<file path="config.mk">
export PLATFORM = sky130hd
export DESIGN_NAME = cpu_bus_2port
export DESIGN_NICKNAME = d
export VERILOG_FILES = /design/src/hw/cpu_bus_pkg.sv /design/src/hw/cpu_bus_2port.sv /design/src/hw/dport_addr_mux.sv /design/src/hw/dport_arbiter.sv /design/src/hw/dport_resp_route.sv /design/src/hw/ifetch_port.sv
export VERILOG_INCLUDE_DIRS = /design/src /design/src/hw
export SDC_FILE = /design/constraint.sdc
export NUM_CORES = 1
export LEC_CHECK = 0
export BUFFER_PORTS_ARGS = -buffer_cell sky130_fd_sc_hd__buf_2
export CORE_AREA = 2 2 182 184
export CTS_CLUSTER_SIZE = 20
export DETAILED_ROUTE_END_ITERATION = 6
export DIE_AREA = 0 0 184 186
export PLACE_DENSITY = 0.34
export SLEW_MARGIN = 10
export SYNTH_ARGS = -nofsm -noshare
export SYNTH_HDL_FRONTEND = slang
export SYNTH_SLANG_ARGS = --single-unit
</file>
<file path="constraint.sdc">
create_clock -name clk -period 2.85 [get_ports clk]
set_input_delay 0.4275 -clock clk [delete_from_list [all_inputs] [get_ports clk]]
set_output_delay 0.4275 -clock clk [all_outputs]
set_load 0.1 [all_outputs]
</file>
<file path="src/hw/cpu_bus_defines.svh">
// Bus widths, AHB transfer codes and D-port master IDs
// Shared by the package and every RTL block of the two-port front end

`ifndef CPU_BUS_DEFINES_SVH
`define CPU_BUS_DEFINES_SVH

// Address and data widths
`define CPU_BUS_W_ADDR 32
`define CPU_BUS_W_DATA 32

// HTRANS codes, only IDLE and NONSEQ are ever issued
`define CPU_BUS_HTRANS_IDLE 2'd0
`define CPU_BUS_HTRANS_NSEQ 2'd2

// HMASTER IDs on the D port
`define CPU_BUS_HMASTER_CORE 8'h00
`define CPU_BUS_HMASTER_SBUS 8'h01

`endif

</file>
<file path="src/hw/cpu_bus_pkg.sv">
// Bus vector types for the two-port front end
// Grant-state enum naming the owner of a D-port address phase

`default_nettype none

`include "cpu_bus_defines.svh"

package cpu_bus_pkg;

	// --------------------------------------------------
	// AHB field types

	typedef logic [`CPU_BUS_W_ADDR-1:0] addr_t;
	typedef logic [`CPU_BUS_W_DATA-1:0] data_t;
	typedef logic [2:0]                 hsize_t;
	typedef logic [3:0]                 hprot_t;
	typedef logic [1:0]                 htrans_t;

	// --------------------------------------------------
	// D-port address phase owner

	typedef enum logic [1:0] {
		DGNT_NONE = 2'd0,
		DGNT_CORE = 2'd1,
		DGNT_SBUS = 2'd2
	} dgrant_e;

endpackage

`default_nettype wire

</file>
<file path="src/hw/cpu_bus_2port.sv">
// Two-port AHB-Lite bus front end for a small RISC-V core
// I port for fetch, D port shared by core load/store and debugger

`default_nettype none

`include "cpu_bus_defines.svh"

module cpu_bus_2port (
	input  wire                       clk,
	input  wire                       rst_n,

	// Core instruction side
	input  wire                       core_i_req_i,
	input  wire cpu_bus_pkg::addr_t   core_i_addr_i,
	input  wire cpu_bus_pkg::hsize_t  core_i_size_i,
	input  wire                       core_i_priv_i,
	output wire                       core_i_aph_ready_o,
	output wire                       core_i_dph_ready_o,
	output wire                       core_i_dph_err_o,
	output cpu_bus_pkg::data_t        core_i_rdata_o,

	// Core load/store side
	input  wire                       core_d_req_i,
	input  wire cpu_bus_pkg::addr_t   core_d_addr_i,
	input  wire cpu_bus_pkg::hsize_t  core_d_size_i,
	input  wire                       core_d_priv_i,
	input  wire                       core_d_write_i,
	input  wire cpu_bus_pkg::data_t   core_d_wdata_i,
	output wire                       core_d_aph_ready_o,
	output wire                       core_d_dph_ready_o,
	output wire                       core_d_dph_err_o,
	output cpu_bus_pkg::data_t        core_d_rdata_o,

	// Debugger system bus access
	input  wire                       sbus_vld_i,
	input  wire cpu_bus_pkg::addr_t   sbus_addr_i,
	input  wire                       sbus_write_i,
	input  wire [1:0]                 sbus_size_i,
	input  wire cpu_bus_pkg::data_t   sbus_wdata_i,
	output wire                       sbus_rdy_o,
	output wire                       sbus_err_o,
	output cpu_bus_pkg::data_t        sbus_rdata_o,

	// AHB-Lite I port
	output cpu_bus_pkg::addr_t        i_haddr_o,
	output cpu_bus_pkg::htrans_t      i_htrans_o,
	output cpu_bus_pkg::hsize_t       i_hsize_o,
	output cpu_bus_pkg::hprot_t       i_hprot_o,
	output wire                       i_hwrite_o,
	input  wire                       i_hready_i,
	input  wire                       i_hresp_i,
	input  wire cpu_bus_pkg::data_t   i_hrdata_i,

	// AHB-Lite D port
	output cpu_bus_pkg::addr_t        d_haddr_o,
	output cpu_bus_pkg::htrans_t      d_htrans_o,
	output cpu_bus_pkg::hsize_t       d_hsize_o,
	output cpu_bus_pkg::hprot_t       d_hprot_o,
	output wire                       d_hwrite_o,
	output wire [7:0]                 d_hmaster_o,
	output cpu_bus_pkg::data_t        d_hwdata_o,
	input  wire                       d_hready_i,
	input  wire                       d_hresp_i,
	input  wire cpu_bus_pkg::data_t   d_hrdata_i
);

	cpu_bus_pkg::dgrant_e d_gnt;
	logic                 sbus_dph_active;

	// --------------------------------------------------
	// Instruction port

	// Fetch port never writes
	assign i_hwrite_o = 1'b0;

	ifetch_port u_ifetch_port (
		.clk         (clk),
		.rst_n       (rst_n),
		.req_i       (core_i_req_i),
		.addr_i      (core_i_addr_i),
		.size_i      (core_i_size_i),
		.priv_i      (core_i_priv_i),
		.hready_i    (i_hready_i),
		.hresp_i     (i_hresp_i),
		.hrdata_i    (i_hrdata_i),
		.aph_ready_o (core_i_aph_ready_o),
		.dph_ready_o (core_i_dph_ready_o),
		.dph_err_o   (core_i_dph_err_o),
		.rdata_o     (core_i_rdata_o),
		.haddr_o     (i_haddr_o),
		.htrans_o    (i_htrans_o),
		.hsize_o     (i_hsize_o),
		.hprot_o     (i_hprot_o)
	);

	// --------------------------------------------------
	// Load/store port

	dport_arbiter u_dport_arbiter (
		.clk               (clk),
		.rst_n             (rst_n),
		.core_d_req_i      (core_d_req_i),
		.sbus_vld_i        (sbus_vld_i),
		.sbus_dph_active_i (sbus_dph_active),
		.d_htrans_i        (d_htrans_o),
		.d_hready_i        (d_hready_i),
		.d_hresp_i         (d_hresp_i),
		.gnt_o             (d_gnt)
	);

	dport_addr_mux u_dport_addr_mux (
		.gnt_i             (d_gnt),
		.core_addr_i       (core_d_addr_i),
		.core_size_i       (core_d_size_i),
		.core_priv_i       (core_d_priv_i),
		.core_write_i      (core_d_write_i),
		.core_wdata_i      (core_d_wdata_i),
		.sbus_addr_i       (sbus_addr_i),
		.sbus_write_i      (sbus_write_i),
		.sbus_size_i       (sbus_size_i),
		.sbus_wdata_i      (sbus_wdata_i),
		.sbus_dph_active_i (sbus_dph_active),
		.haddr_o           (d_haddr_o),
		.htrans_o          (d_htrans_o),
		.hsize_o           (d_hsize_o),
		.hwrite_o          (d_hwrite_o),
		.hprot_o           (d_hprot_o),
		.hmaster_o         (d_hmaster_o),
		.hwdata_o          (d_hwdata_o)
	);

	dport_resp_route u_dport_resp_route (
		.clk               (clk),
		.rst_n             (rst_n),
		.gnt_i             (d_gnt),
		.hready_i          (d_hready_i),
		.hresp_i           (d_hresp_i),
		.hrdata_i          (d_hrdata_i),
		.core_aph_ready_o  (core_d_aph_ready_o),
		.core_dph_ready_o  (core_d_dph_ready_o),
		.core_dph_err_o    (core_d_dph_err_o),
		.core_rdata_o      (core_d_rdata_o),
		.sbus_dph_active_o (sbus_dph_active),
		.sbus_rdy_o        (sbus_rdy_o),
		.sbus_err_o        (sbus_err_o),
		.sbus_rdata_o      (sbus_rdata_o)
	);

endmodule

`default_nettype wire

</file>
<file path="src/hw/dport_addr_mux.sv">
// D-port address phase mux between core and debugger
// Also drives protection bits, master ID and data-phase write data

`default_nettype none

`include "cpu_bus_defines.svh"

module dport_addr_mux (
	input  wire cpu_bus_pkg::dgrant_e gnt_i,

	// Core load/store fields
	input  wire cpu_bus_pkg::addr_t   core_addr_i,
	input  wire cpu_bus_pkg::hsize_t  core_size_i,
	input  wire                       core_priv_i,
	input  wire                       core_write_i,
	input  wire cpu_bus_pkg::data_t   core_wdata_i,

	// Debugger fields
	input  wire cpu_bus_pkg::addr_t   sbus_addr_i,
	input  wire                       sbus_write_i,
	input  wire [1:0]                 sbus_size_i,
	input  wire cpu_bus_pkg::data_t   sbus_wdata_i,
	input  wire                       sbus_dph_active_i,

	// AHB D port
	output cpu_bus_pkg::addr_t        haddr_o,
	output cpu_bus_pkg::htrans_t      htrans_o,
	output cpu_bus_pkg::hsize_t       hsize_o,
	output logic                      hwrite_o,
	output cpu_bus_pkg::hprot_t       hprot_o,
	output logic [7:0]                hmaster_o,
	output cpu_bus_pkg::data_t        hwdata_o
);

	logic gnt_sbus;

	assign gnt_sbus = (gnt_i == cpu_bus_pkg::DGNT_SBUS);

	// --------------------------------------------------
	// Address phase fields

	assign htrans_o = (gnt_i != cpu_bus_pkg::DGNT_NONE) ?
		`CPU_BUS_HTRANS_NSEQ : `CPU_BUS_HTRANS_IDLE;

	assign haddr_o  = gnt_sbus ? sbus_addr_i          : core_addr_i;
	assign hwrite_o = gnt_sbus ? sbus_write_i         : core_write_i;
	assign hsize_o  = gnt_sbus ? {1'b0, sbus_size_i}  : core_size_i;

	// Data access, debugger always privileged
	assign hprot_o   = {2'b00, gnt_sbus || core_priv_i, 1'b1};
	assign hmaster_o = gnt_sbus ? `CPU_BUS_HMASTER_SBUS : `CPU_BUS_HMASTER_CORE;

	// Write data follows the data-phase owner, not the current grant
	assign hwdata_o = sbus_dph_active_i ? sbus_wdata_i : core_wdata_i;

endmodule

`default_nettype wire

</file>
<file path="src/hw/dport_arbiter.sv">
// D-port arbiter between core load/store and debugger system bus access
// Core has priority, a stalled address phase keeps its grant

`default_nettype none

`include "cpu_bus_defines.svh"

module dport_arbiter (
	input  wire                    clk,
	input  wire                    rst_n,

	// Requests
	input  wire                    core_d_req_i,
	input  wire                    sbus_vld_i,
	input  wire                    sbus_dph_active_i,

	// D-port bus state
	input  wire cpu_bus_pkg::htrans_t d_htrans_i,
	input  wire                    d_hready_i,
	input  wire                    d_hresp_i,

	output cpu_bus_pkg::dgrant_e   gnt_o
);

	// --------------------------------------------------
	// Hold state

	logic                 hold_aph;
	cpu_bus_pkg::dgrant_e gnt_prev;

	// Address phase presented but stretched by wait states.
	// An error response kills the transfer, so no hold then
	always_ff @(posedge clk or negedge rst_n) begin
		if (!rst_n) begin
			hold_aph <= 1'b0;
			gnt_prev <= cpu_bus_pkg::DGNT_NONE;
		end else begin
			hold_aph <= (d_htrans_i == `CPU_BUS_HTRANS_NSEQ) && !d_hready_i && !d_hresp_i;
			gnt_prev <= gnt_o;
		end
	end

	// --------------------------------------------------
	// Grant selection

	always_comb begin
		if (hold_aph) begin
			gnt_o = gnt_prev;
		end else if (core_d_req_i) begin
			gnt_o = cpu_bus_pkg::DGNT_CORE;
		end else if (sbus_vld_i && !sbus_dph_active_i) begin
			// Debugger only gets in with no debug data phase open
			gnt_o = cpu_bus_pkg::DGNT_SBUS;
		end else begin
			gnt_o = cpu_bus_pkg::DGNT_NONE;
		end
	end

endmodule

`default_nettype wire

</file>
<file path="src/hw/dport_resp_route.sv">
// D-port data phase ownership and response routing
// Sends ready, error and read data back to the core or the debugger

`default_nettype none

`include "cpu_bus_defines.svh"

module dport_resp_route (
	input  wire                       clk,
	input  wire                       rst_n,

	input  wire cpu_bus_pkg::dgrant_e gnt_i,
	input  wire                       hready_i,
	input  wire                       hresp_i,
	input  wire cpu_bus_pkg::data_t   hrdata_i,

	// Core response
	output logic                      core_aph_ready_o,
	output logic                      core_dph_ready_o,
	output logic                      core_dph_err_o,
	output cpu_bus_pkg::data_t        core_rdata_o,

	// Debugger response
	output logic                      sbus_dph_active_o,
	output logic                      sbus_rdy_o,
	output logic                      sbus_err_o,
	output cpu_bus_pkg::data_t        sbus_rdata_o
);

	logic core_dph_active;

	// --------------------------------------------------
	// Data phase owners, frozen while hready is low

	always_ff @(posedge clk or negedge rst_n) begin
		if (!rst_n) begin
			core_dph_active   <= 1'b0;
			sbus_dph_active_o <= 1'b0;
		end else if (hready_i) begin
			core_dph_active   <= (gnt_i == cpu_bus_pkg::DGNT_CORE);
			sbus_dph_active_o <= (gnt_i == cpu_bus_pkg::DGNT_SBUS);
		end
	end

	// --------------------------------------------------
	// Responses

	assign core_aph_ready_o = hready_i && (gnt_i == cpu_bus_pkg::DGNT_CORE);
	assign core_dph_ready_o = core_dph_active && hready_i;
	// Error raised on the first cycle of the two-cycle response
	assign core_dph_err_o   = core_dph_active && hresp_i;
	assign core_rdata_o     = hrdata_i;

	assign sbus_rdy_o   = sbus_dph_active_o && hready_i;
	assign sbus_err_o   = sbus_dph_active_o && hresp_i;
	assign sbus_rdata_o = hrdata_i;

endmodule

`default_nettype wire

</file>
<file path="src/hw/ifetch_port.sv">
// Instruction fetch shim onto the AHB-Lite I port
// Tracks the data phase and returns fetch responses to the core

`default_nettype none

`include "cpu_bus_defines.svh"

module ifetch_port (
	input  wire                       clk,
	input  wire                       rst_n,

	// Core fetch request
	input  wire                       req_i,
	input  wire cpu_bus_pkg::addr_t   addr_i,
	input  wire cpu_bus_pkg::hsize_t  size_i,
	input  wire                       priv_i,

	// AHB response
	input  wire                       hready_i,
	input  wire                       hresp_i,
	input  wire cpu_bus_pkg::data_t   hrdata_i,

	// Core response
	output logic                      aph_ready_o,
	output logic                      dph_ready_o,
	output logic                      dph_err_o,
	output cpu_bus_pkg::data_t        rdata_o,

	// AHB address phase
	output cpu_bus_pkg::addr_t        haddr_o,
	output cpu_bus_pkg::htrans_t      htrans_o,
	output cpu_bus_pkg::hsize_t       hsize_o,
	output cpu_bus_pkg::hprot_t       hprot_o
);

	logic dph_active;

	// --------------------------------------------------
	// Address phase

	assign haddr_o  = addr_i;
	assign hsize_o  = size_i;
	assign htrans_o = req_i ? `CPU_BUS_HTRANS_NSEQ : `CPU_BUS_HTRANS_IDLE;

	// Non-cacheable, non-bufferable instruction fetch
	assign hprot_o = {2'b00, priv_i, 1'b0};

	// --------------------------------------------------
	// Data phase

	always_ff @(posedge clk or negedge rst_n) begin
		if (!rst_n) begin
			dph_active <= 1'b0;
		end else if (hready_i) begin
			dph_active <= req_i;
		end
	end

	assign aph_ready_o = req_i && hready_i;
	assign dph_ready_o = dph_active && hready_i;
	// Fetch errors only seen on the final response cycle
	assign dph_err_o   = dph_active && hready_i && hresp_i;
	assign rdata_o     = hrdata_i;

endmodule

`default_nettype wire

</file>
Word-level counts from Yosys, hierarchy flattened
Index checks and enable logic that the tools add are counted.
{"block": "word_totals", "ff_bits": 6, "latchBits": 0, "ram_bits": 0, "romBits": 0, "inputBits": 245, "output_inout_bits": 228, "wordCells": 34, "memories": 0}
{"block": "classes", "add_sub_neg": 0, "multipliers": 0, "n_div": 0, "magnitude_cmp": 0, "eq_ne": 3, "shift": 0, "n_mux": 10, "bitwise": 0, "n_reduce_logical": 16}
{"cell": "2-to-1 mux 32 bit", "n": 2}
{"cell": "logical AND 1 bit", "n": 11}
{"cell": "2-to-1 mux 2 bit", "n": 5}
{"cell": "== test 2 bit (second input constant)", "n": 2}
{"cell": "zero test 1 bit", "n": 3}
{"cell": "2-to-1 mux 3 bit", "n": 1}
{"cell": "== test 2 x 1 -> 1 bit (second input constant)", "n": 1}
{"cell": "2-to-1 mux 1 bit", "n": 2}
{"cell": "nonzero test 2 bit", "n": 1}
{"cell": "logical OR 1 bit", "n": 1}

Logic depth before layout (Yosys ltp)
Gate-level depths: netlist of run 1.
{"block": "depth", "depth_word": 10, "ltp_mapped": 6, "mapped_depth_nobuf": 3}

Cells and area by module
Synthesis of run 1 repeated with hierarchy kept, for this count alone.
{"block": "hier_totals", "cells_unflattened": 259, "area_unflattened_um2": 2364.8}
{"module": "dport_addr_mux", "n_inst": 1, "cells_per_inst": 93, "area_per_inst_um2": 1028.5, "seq_area_each_um2": 0.0}
{"module": "ifetch_port", "n_inst": 1, "cells_per_inst": 79, "area_per_inst_um2": 614.3, "seq_area_each_um2": 25.0}
{"module": "dport_resp_route", "n_inst": 1, "cells_per_inst": 77, "area_per_inst_um2": 591.8, "seq_area_each_um2": 50.0}
{"module": "dport_arbiter", "n_inst": 1, "cells_per_inst": 8, "area_per_inst_um2": 118.9, "seq_area_each_um2": 75.1}
{"module": "cpu_bus_2port", "n_inst": 1, "cells_per_inst": 2, "area_per_inst_um2": 11.3, "seq_area_each_um2": 0.0}

Worst setup path after synthesis of run 1
OpenSTA, ideal clock, no wires.
{"block": "synth_timing", "path_kind": "input port to output port", "from": "input sbus_vld_i", "to": "output d_hsize_o[2]", "t_arrival_ns": 2.226, "required_time_ns": 2.423, "path_slack_ns": 0.197, "path_stages": 5, "path_buffers": 2, "cell_sequence": "or4b_4 -> o21ai_4 -> buf_8 -> buf_12 -> nor2_1"}
{"block": "synth_between", "elab_chain_cells": 6}
{"item": "start, declared", "line_no": "cpu_bus_2port.sv:35", "text": "input wire sbus_vld_i,"}
{"item": "logical AND 1 bit", "line_no": "dport_arbiter.sv:51", "text": "end else if (sbus_vld_i && !sbus_dph_active_i) begin"}
{"item": "2-to-1 mux 2 bit", "line_no": "dport_arbiter.sv:51"}
{"item": "2-to-1 mux 2 bit", "line_no": "dport_arbiter.sv:49", "text": "end else if (core_d_req_i) begin"}
{"item": "2-to-1 mux 2 bit", "line_no": "dport_arbiter.sv:47", "text": "if (hold_aph) begin"}
{"item": "== test 2 bit", "line_no": "dport_addr_mux.sv:37", "text": "assign gnt_sbus = (gnt_i == cpu_bus_pkg::DGNT_SBUS);"}
{"item": "named net u_dport_addr_mux.gnt_sbus", "line_no": "dport_addr_mux.sv:35", "text": "logic gnt_sbus;"}
{"item": "2-to-1 mux 3 bit", "line_no": "dport_addr_mux.sv:47", "text": "assign hsize_o = gnt_sbus ? {1'b0, sbus_size_i} : core_size_i;"}
{"item": "end, declared", "line_no": "cpu_bus_2port.sv:57", "text": "output cpu_bus_pkg::hsize_t d_hsize_o,"}
The timed path passes the listed nets, and every way through them passes these cells.

Worst setup path in the final report of run 1
{"block": "layout_timing", "from": "register u_dport_arbiter.hold_aph", "to": "output d_haddr_o[14]"}
{"block": "layout_between", "elab_chain_cells": 3}
{"item": "start, declared", "line_no": "dport_arbiter.sv:28", "text": "logic hold_aph;"}
{"item": "start signal, assigned", "line_no": "dport_arbiter.sv:38", "text": "hold_aph <= (d_htrans_i == `CPU_BUS_HTRANS_NSEQ) && !d_hready_i && !d_hresp_i;"}
{"item": "2-to-1 mux 2 bit", "line_no": "dport_arbiter.sv:47"}
{"item": "== test 2 bit", "line_no": "dport_addr_mux.sv:37"}
{"item": "2-to-1 mux 32 bit", "line_no": "dport_addr_mux.sv:45", "text": "assign haddr_o = gnt_sbus ? sbus_addr_i : core_addr_i;"}
{"item": "end, declared", "line_no": "cpu_bus_2port.sv:55", "text": "output cpu_bus_pkg::addr_t d_haddr_o,"}
No other way between the ends.

==> results of run 1 <==
-- power groups by stage --
| stage | clock network [uW] | logic (uW) | registers, uW |
|---|---|---|---|
| final | 228 | 1540 | 102 |
| after global routing | 243 | 1590 | 104 |
| after CTS | 237 | 1560 | 103 |
| after detailed placement | 0 | 1560 | 104 |
| after global placement | 0 | 1550 | 105 |
| after floorplan | 0 | 2010 | 99.9 |
-- cells in the mapped netlist, types with 2 or more instances --
| master | n |
|---|---|
| dfrtp_1 | 6 |
| nand2_1 | 2 |
| and2_1 | 6 |
| nor2_1 | 3 |
| clkbuf_1 | 3 |
| conb_1 | 2 |
| buf_4 | 152 |
| mux2_4 | 6 |
| mux2_2 | 64 |
| inv_1 | 2 |
-- cell type report --
type	count	area (um2)	area share
Timing Repair Buffer	227	1832	0.5110
Tap cell	408	510.5	0.1424
Multi-Input combinational cell	106	1007	0.2810
Clock buffer	3	75.07	0.02094
Inverter	2	7.507	0.002094
Antenna cell	1	2.502	0.0006981
Sequential cell	6	150.1	0.04188
-- worst max path at each step --
stage                             start       endpoint  cells after the start
2_1_floorplan                sbus_vld_i   d_hsize_o[2]                      5
3_3_place_gp               core_d_req_i  d_haddr_o[16]                      6
3_5_place_dp               core_d_req_i   d_haddr_o[7]                      6
4_1_cts        u_dport_arbiter.hold_aph  d_haddr_o[14]                      5
5_1_grt        u_dport_arbiter.hold_aph  d_haddr_o[23]                      5
6_report       u_dport_arbiter.hold_aph  d_haddr_o[14]                      5
-- sequential cells by signal (all words and copies together), names as in the netlist --
register and flops:
u_dport_arbiter.hold_aph 1, u_dport_resp_route.sbus_dph_active_o 1, u_dport_resp_route.core_dph_active 1, u_ifetch_port.dph_active 1
u_dport_arbiter.gnt_prev 2
-- per-layer routing --
layer  vias to the layer above  wire, um
met5                         -        25
met4                         4       746
met3                        68      1585
met2                       214      4229
met1                       824      2568
li1                        851         -
-- cells by family after synthesis --
logic type	Yosys count	synth area share
multiplexers	70	0.3508
AND/OR/NAND/NOR	17	0.04549
flip-flops	6	0.06497
other	2	0.003250
buffers and inverters	160	0.5219
AO/OA/AOI/OAI	3	0.01354
-- per-stage QoR --
step                      instance area, um2  instances  power (uW)
after floorplan                         2364        272        2106
after global placement                  3507        749        1658
after detailed placement                3507        749        1659
after CTS                               3582        752        1897
after global routing                    3582        752        1936
final                                   3585        753        1873
==> impl_metrics.toml, run 1 <==
[logic_synthesis]
syn_inst = 258
synth_ff_type = "dfrtp_1"
synth_area_um2 = 2311
synth.avg_cell_area_um2 = 8.957
ys_seq_area_frac = 0.06497
yosysTopAreaCell = "buf_4"
synth_cell_type_count = 22
synth_top_area_share = 0.4938
async_reset_ff_frac = 1.000
synth_edf_count = 0
yosys_warnings = 0
yosys-top-cells-area = "buf_4 49%, mux2_2 31%, dfrtp_1 6.5%, mux2_4 3.9%, and2_1 1.6%"
ys_seq_elements = 6

[global_route]
grt_usage = 0.04899
antenna_found_initial = 3
grt_max_degree = 37
overflow = 0
grtUsageMet1 = 0.03863
gr-usage-met2 = 0.08166
use_met3 = 0.03541
grt_pass1_vias = 1944
grt_pass1_wl_mm = 11.83
busiest_layer = "met2"

[floorplan]
core_um2 = 32210
die_area_um2 = 34220
ioPinCount = 473
die_h_um = 186
initial_core_util = 0.07176
rows = 66
dieWidth_um = 184

[clock_network]
postCtsHoldBufs = 0
postCtsSetupBuffers = 0
numCtsBuffers = 3
htree_levels = 1
clk_pin_slew_ns = 0.04
clkLatencyLatePin_ns = 0.23
cts_resized = 0
cts_tree = "built"
clk_path_buf_depth = 2
clock-sinks = 6
cts_root_buf = "clkbuf_16"

[job]
drv_cap = 0

[worst_setup_path]
cp.arrival_ns = 2.09
reg2reg_depth = 4
cp_slowest_cell = "or4b_4"
crit_type = "reg -> out"
path_cells = "or4b_4 -> o21ai_4 -> buf_12 -> mux2_2 -> buf_12"
regToRegSetupSlack_ns = 1.30
path_max_fanout = 29
rr_startpoint = "u_dport_arbiter.hold_aph"
worst_path_largest_cell_delay_ns = 0.56
worst-path-buf-inv = 2
r2r_end = "u_dport_resp_route.sbus_dph_active_o"
required_ns = 2.42
setup.worst_path.start_class = "register"
critPathMostFrequentCell = "buf_12"
endpoint_kind = "output port"
path_delay_family = "simple AND/OR/NAND/NOR gates"

[route]
ant_nets = 0
viasPerCell = 2.604
routed_wl_mm = 9.155
drc = 0
wl_per_cell_um = 12.16
drt-pass1-iter-count = 3
drtIter0Drc = 25
vias = 1961

[timing]
setup_violations = 0
tightest_slew_ns = 0.5161
slew_viol_final = 0
hold_violations = 0
hold_ws_ns = 0.02593
fin_crit_sh = 0.8819
fmax_mhz = 397.9
fin_setup_tns_ns = 0
worst_slack_ns = 0.3366
relSlewSlack = 0.6583
min_period_ns = 2.513
rsz0062_at_grt = "false"
fin_skew_ns = 0.004961

[cells_and_area]
final_common_cell = "buf_2"
area_growth_pct = 55.12
nFillCells = 3697
final_cell_mix = "179 x buf_2, 64 x mux2_2, 46 x buf_12"
post-route-util = 0.1113
nets = 591
drive_gt1_frac = 0.8808

[power]
total_leakage_power_uw = 0.001672
p_clk_frac = 0.122
comb_power_share = 0.824
ir_worst_vdd_mv = 0.1787
power_density_nw_per_um2 = 522.6
seqPwrFrac = 0.055
total_switching_power_uw = 1146
internal-power_uw = 727.7
switching_share = 0.6116

[place]
hpwl_mm = 8.438
portBuffers = 224
dp_slack_ns = 0.4702
gp_congestion = 0.6491

[min_path]
hold_path_class = "in -> async"

[run_status]
status = "finished clean"
Note: power is estimated with default switching activity, not from simulation.
==> inputs of run 2 (changes only) <==
CORE_AREA = 2 2 185 187   (was 2 2 182 184)
DIE_AREA = 0 0 187 189   (was 0 0 184 186)
clock period = 2.1 ns   (was 2.85 ns; I/O delays follow)
==> impl_metrics.toml, run 2 (synthesized netlist as in run 1, its figures left out) <==
[timing]
fin_crit_sh = 1.131
fmax_mhz = 421.0
slew_viol_final = 0
worst_slack_ns = -0.2756
rsz0062_at_grt = "true"
setup_violations = 38
min_period_ns = 2.376
hold_violations = 0
fin_skew_ns = 0.001421

[worst_setup_path]
crit_type = "reg -> out"
setup.worst_path.start_class = "register"
path_max_fanout = 7
endpoint_kind = "output port"
required_ns = 1.78
cp.arrival_ns = 2.06

[power]
power_density_nw_per_um2 = 684.3
ir_worst_vdd_mv = 0.2789
total_leakage_power_uw = 0.001776

[global_route]
grt_pass1_vias = 2017
grt_pass1_wl_mm = 12.06
overflow = 0
grt_usage = 0.04580
antenna_found_initial = 0
grt_max_degree = 37

[route]
drtIter0Drc = 25
routed_wl_mm = 8.866
ant_nets = 0
viasPerCell = 2.542
vias = 2046
wl_per_cell_um = 11.01
drc = 0
drt-pass1-iter-count = 3

[place]
hpwl_mm = 7.709
gp_congestion = 0.6514
dp_slack_ns = -0.1178
dp.cells = 798
postPlaceCellArea_um2 = 3591
portBuffers = 224

[run_status]
failed_checks = "setup timing"
status = "finished with violations"

[floorplan]
ioPinCount = 473
rows = 67
die_h_um = 189
dieWidth_um = 187
die_area_um2 = 35340
initial_core_util = 0.06944
core_um2 = 33280

[cells_and_area]
drive_gt1_frac = 0.8880
top_register = "u_dport_arbiter.gnt_prev"
final_common_cell = "buf_2"
largest_reg_flops = 2
ff_latch_area_um2 = 151.4
antennaDiodeCount = 0
multi_input_area_um2 = 1074
finalInstanceArea_um2 = 3776
nFillCells = 3849
nets = 603
instances_no_fill = 805
area_growth_pct = 63.40
final_cell_mix = "180 x buf_2, 49 x mux2_2, 44 x buf_12"

[clock_network]
htree_levels = 1
cts_tree = "built"
clock-sinks = 6
numCtsBuffers = 3
clkLatencyLatePin_ns = 0.23
cts_root_buf = "clkbuf_16"
clk_path_buf_depth = 2
clk_pin_slew_ns = 0.04

[job]
drv_cap = 0

[min_path]
hold_path_class = "in -> reg"
-- run 2: per-layer routing --
layer	part of all wire	vias to the layer above	track usage
met5	0	-	0
met4	0.075	0	0.04151
met3	0.18	66	0.02929
met2	0.49	243	0.08136
met1	0.26	853	0.03324
li1	-	884	-
-- run 2: worst paths after layout --
| check | slack (ns) | end | startpoint | cells past startpoint |
|---|---|---|---|---|
| setup reg to reg | 0.57 | u_dport_resp_route.core_dph_active | u_dport_resp_route.sbus_dph_active_o | 4 |
| max in group asynchronous | 1.47 | u_dport_resp_route.sbus_dph_active_o | rst_n | 2 |
| hold / removal | 0.28 | u_dport_arbiter.hold_aph | d_hresp_i | 2 |
| setup / recovery | -0.28 | d_haddr_o[9] | u_dport_resp_route.sbus_dph_active_o | 5 |
| min in group asynchronous | 0.46 | u_ifetch_port.dph_active | rst_n | 2 |
| hold reg to reg | 0.49 | u_dport_resp_route.core_dph_active | u_dport_resp_route.core_dph_active | 1 |
-- run 2: area by class of cell --
class,instances,share of cell area
sequential,6,0.04009
clock buffer,4,0.02087
timing repair buffer,239,0.5043
multi-input combinational,106,0.2843
inverter,2,0.001988
tap,448,0.1484
-- run 2: worst max-delay path, stage by stage (launching register included) --
cell and delay [ns]:
dfrtp_2 0.41, or4b_4 0.51, o21ai_4 0.14, buf_4 0.23, mux2_2 0.37, buf_12 0.17
-- run 2: power by group --
group | internal, uW | switching (uW)
sequential | 128 | 8.59
combinational | 641 | 1490
clock | 252 | 66.4
total | 1020 | 1560
-- run 2: repair_timing --
item | CTS | global route
gates resized for setup | 13 | 9
endpoints found under the hold margin | 6 | 0
hold buffers | 1 | 0
setup endpoints to repair | 69 | 38
buffers inserted | 1 | 1
-- run 2: metrics by stage --
stage	setup TNS (ns)	power [uW]	hold slack, ns	utilization
floorplan	-0.8509	2862	0.01941	-
global placement	-2.984	2244	0.1691	0.1079
detailed placement	-3.296	2245	0.1712	0.1079
CTS	-10.18	2603	0.2712	0.1122
global route	-11.59	2670	0.2914	0.1135
finish	-8.519	2584	0.2766	0.1135
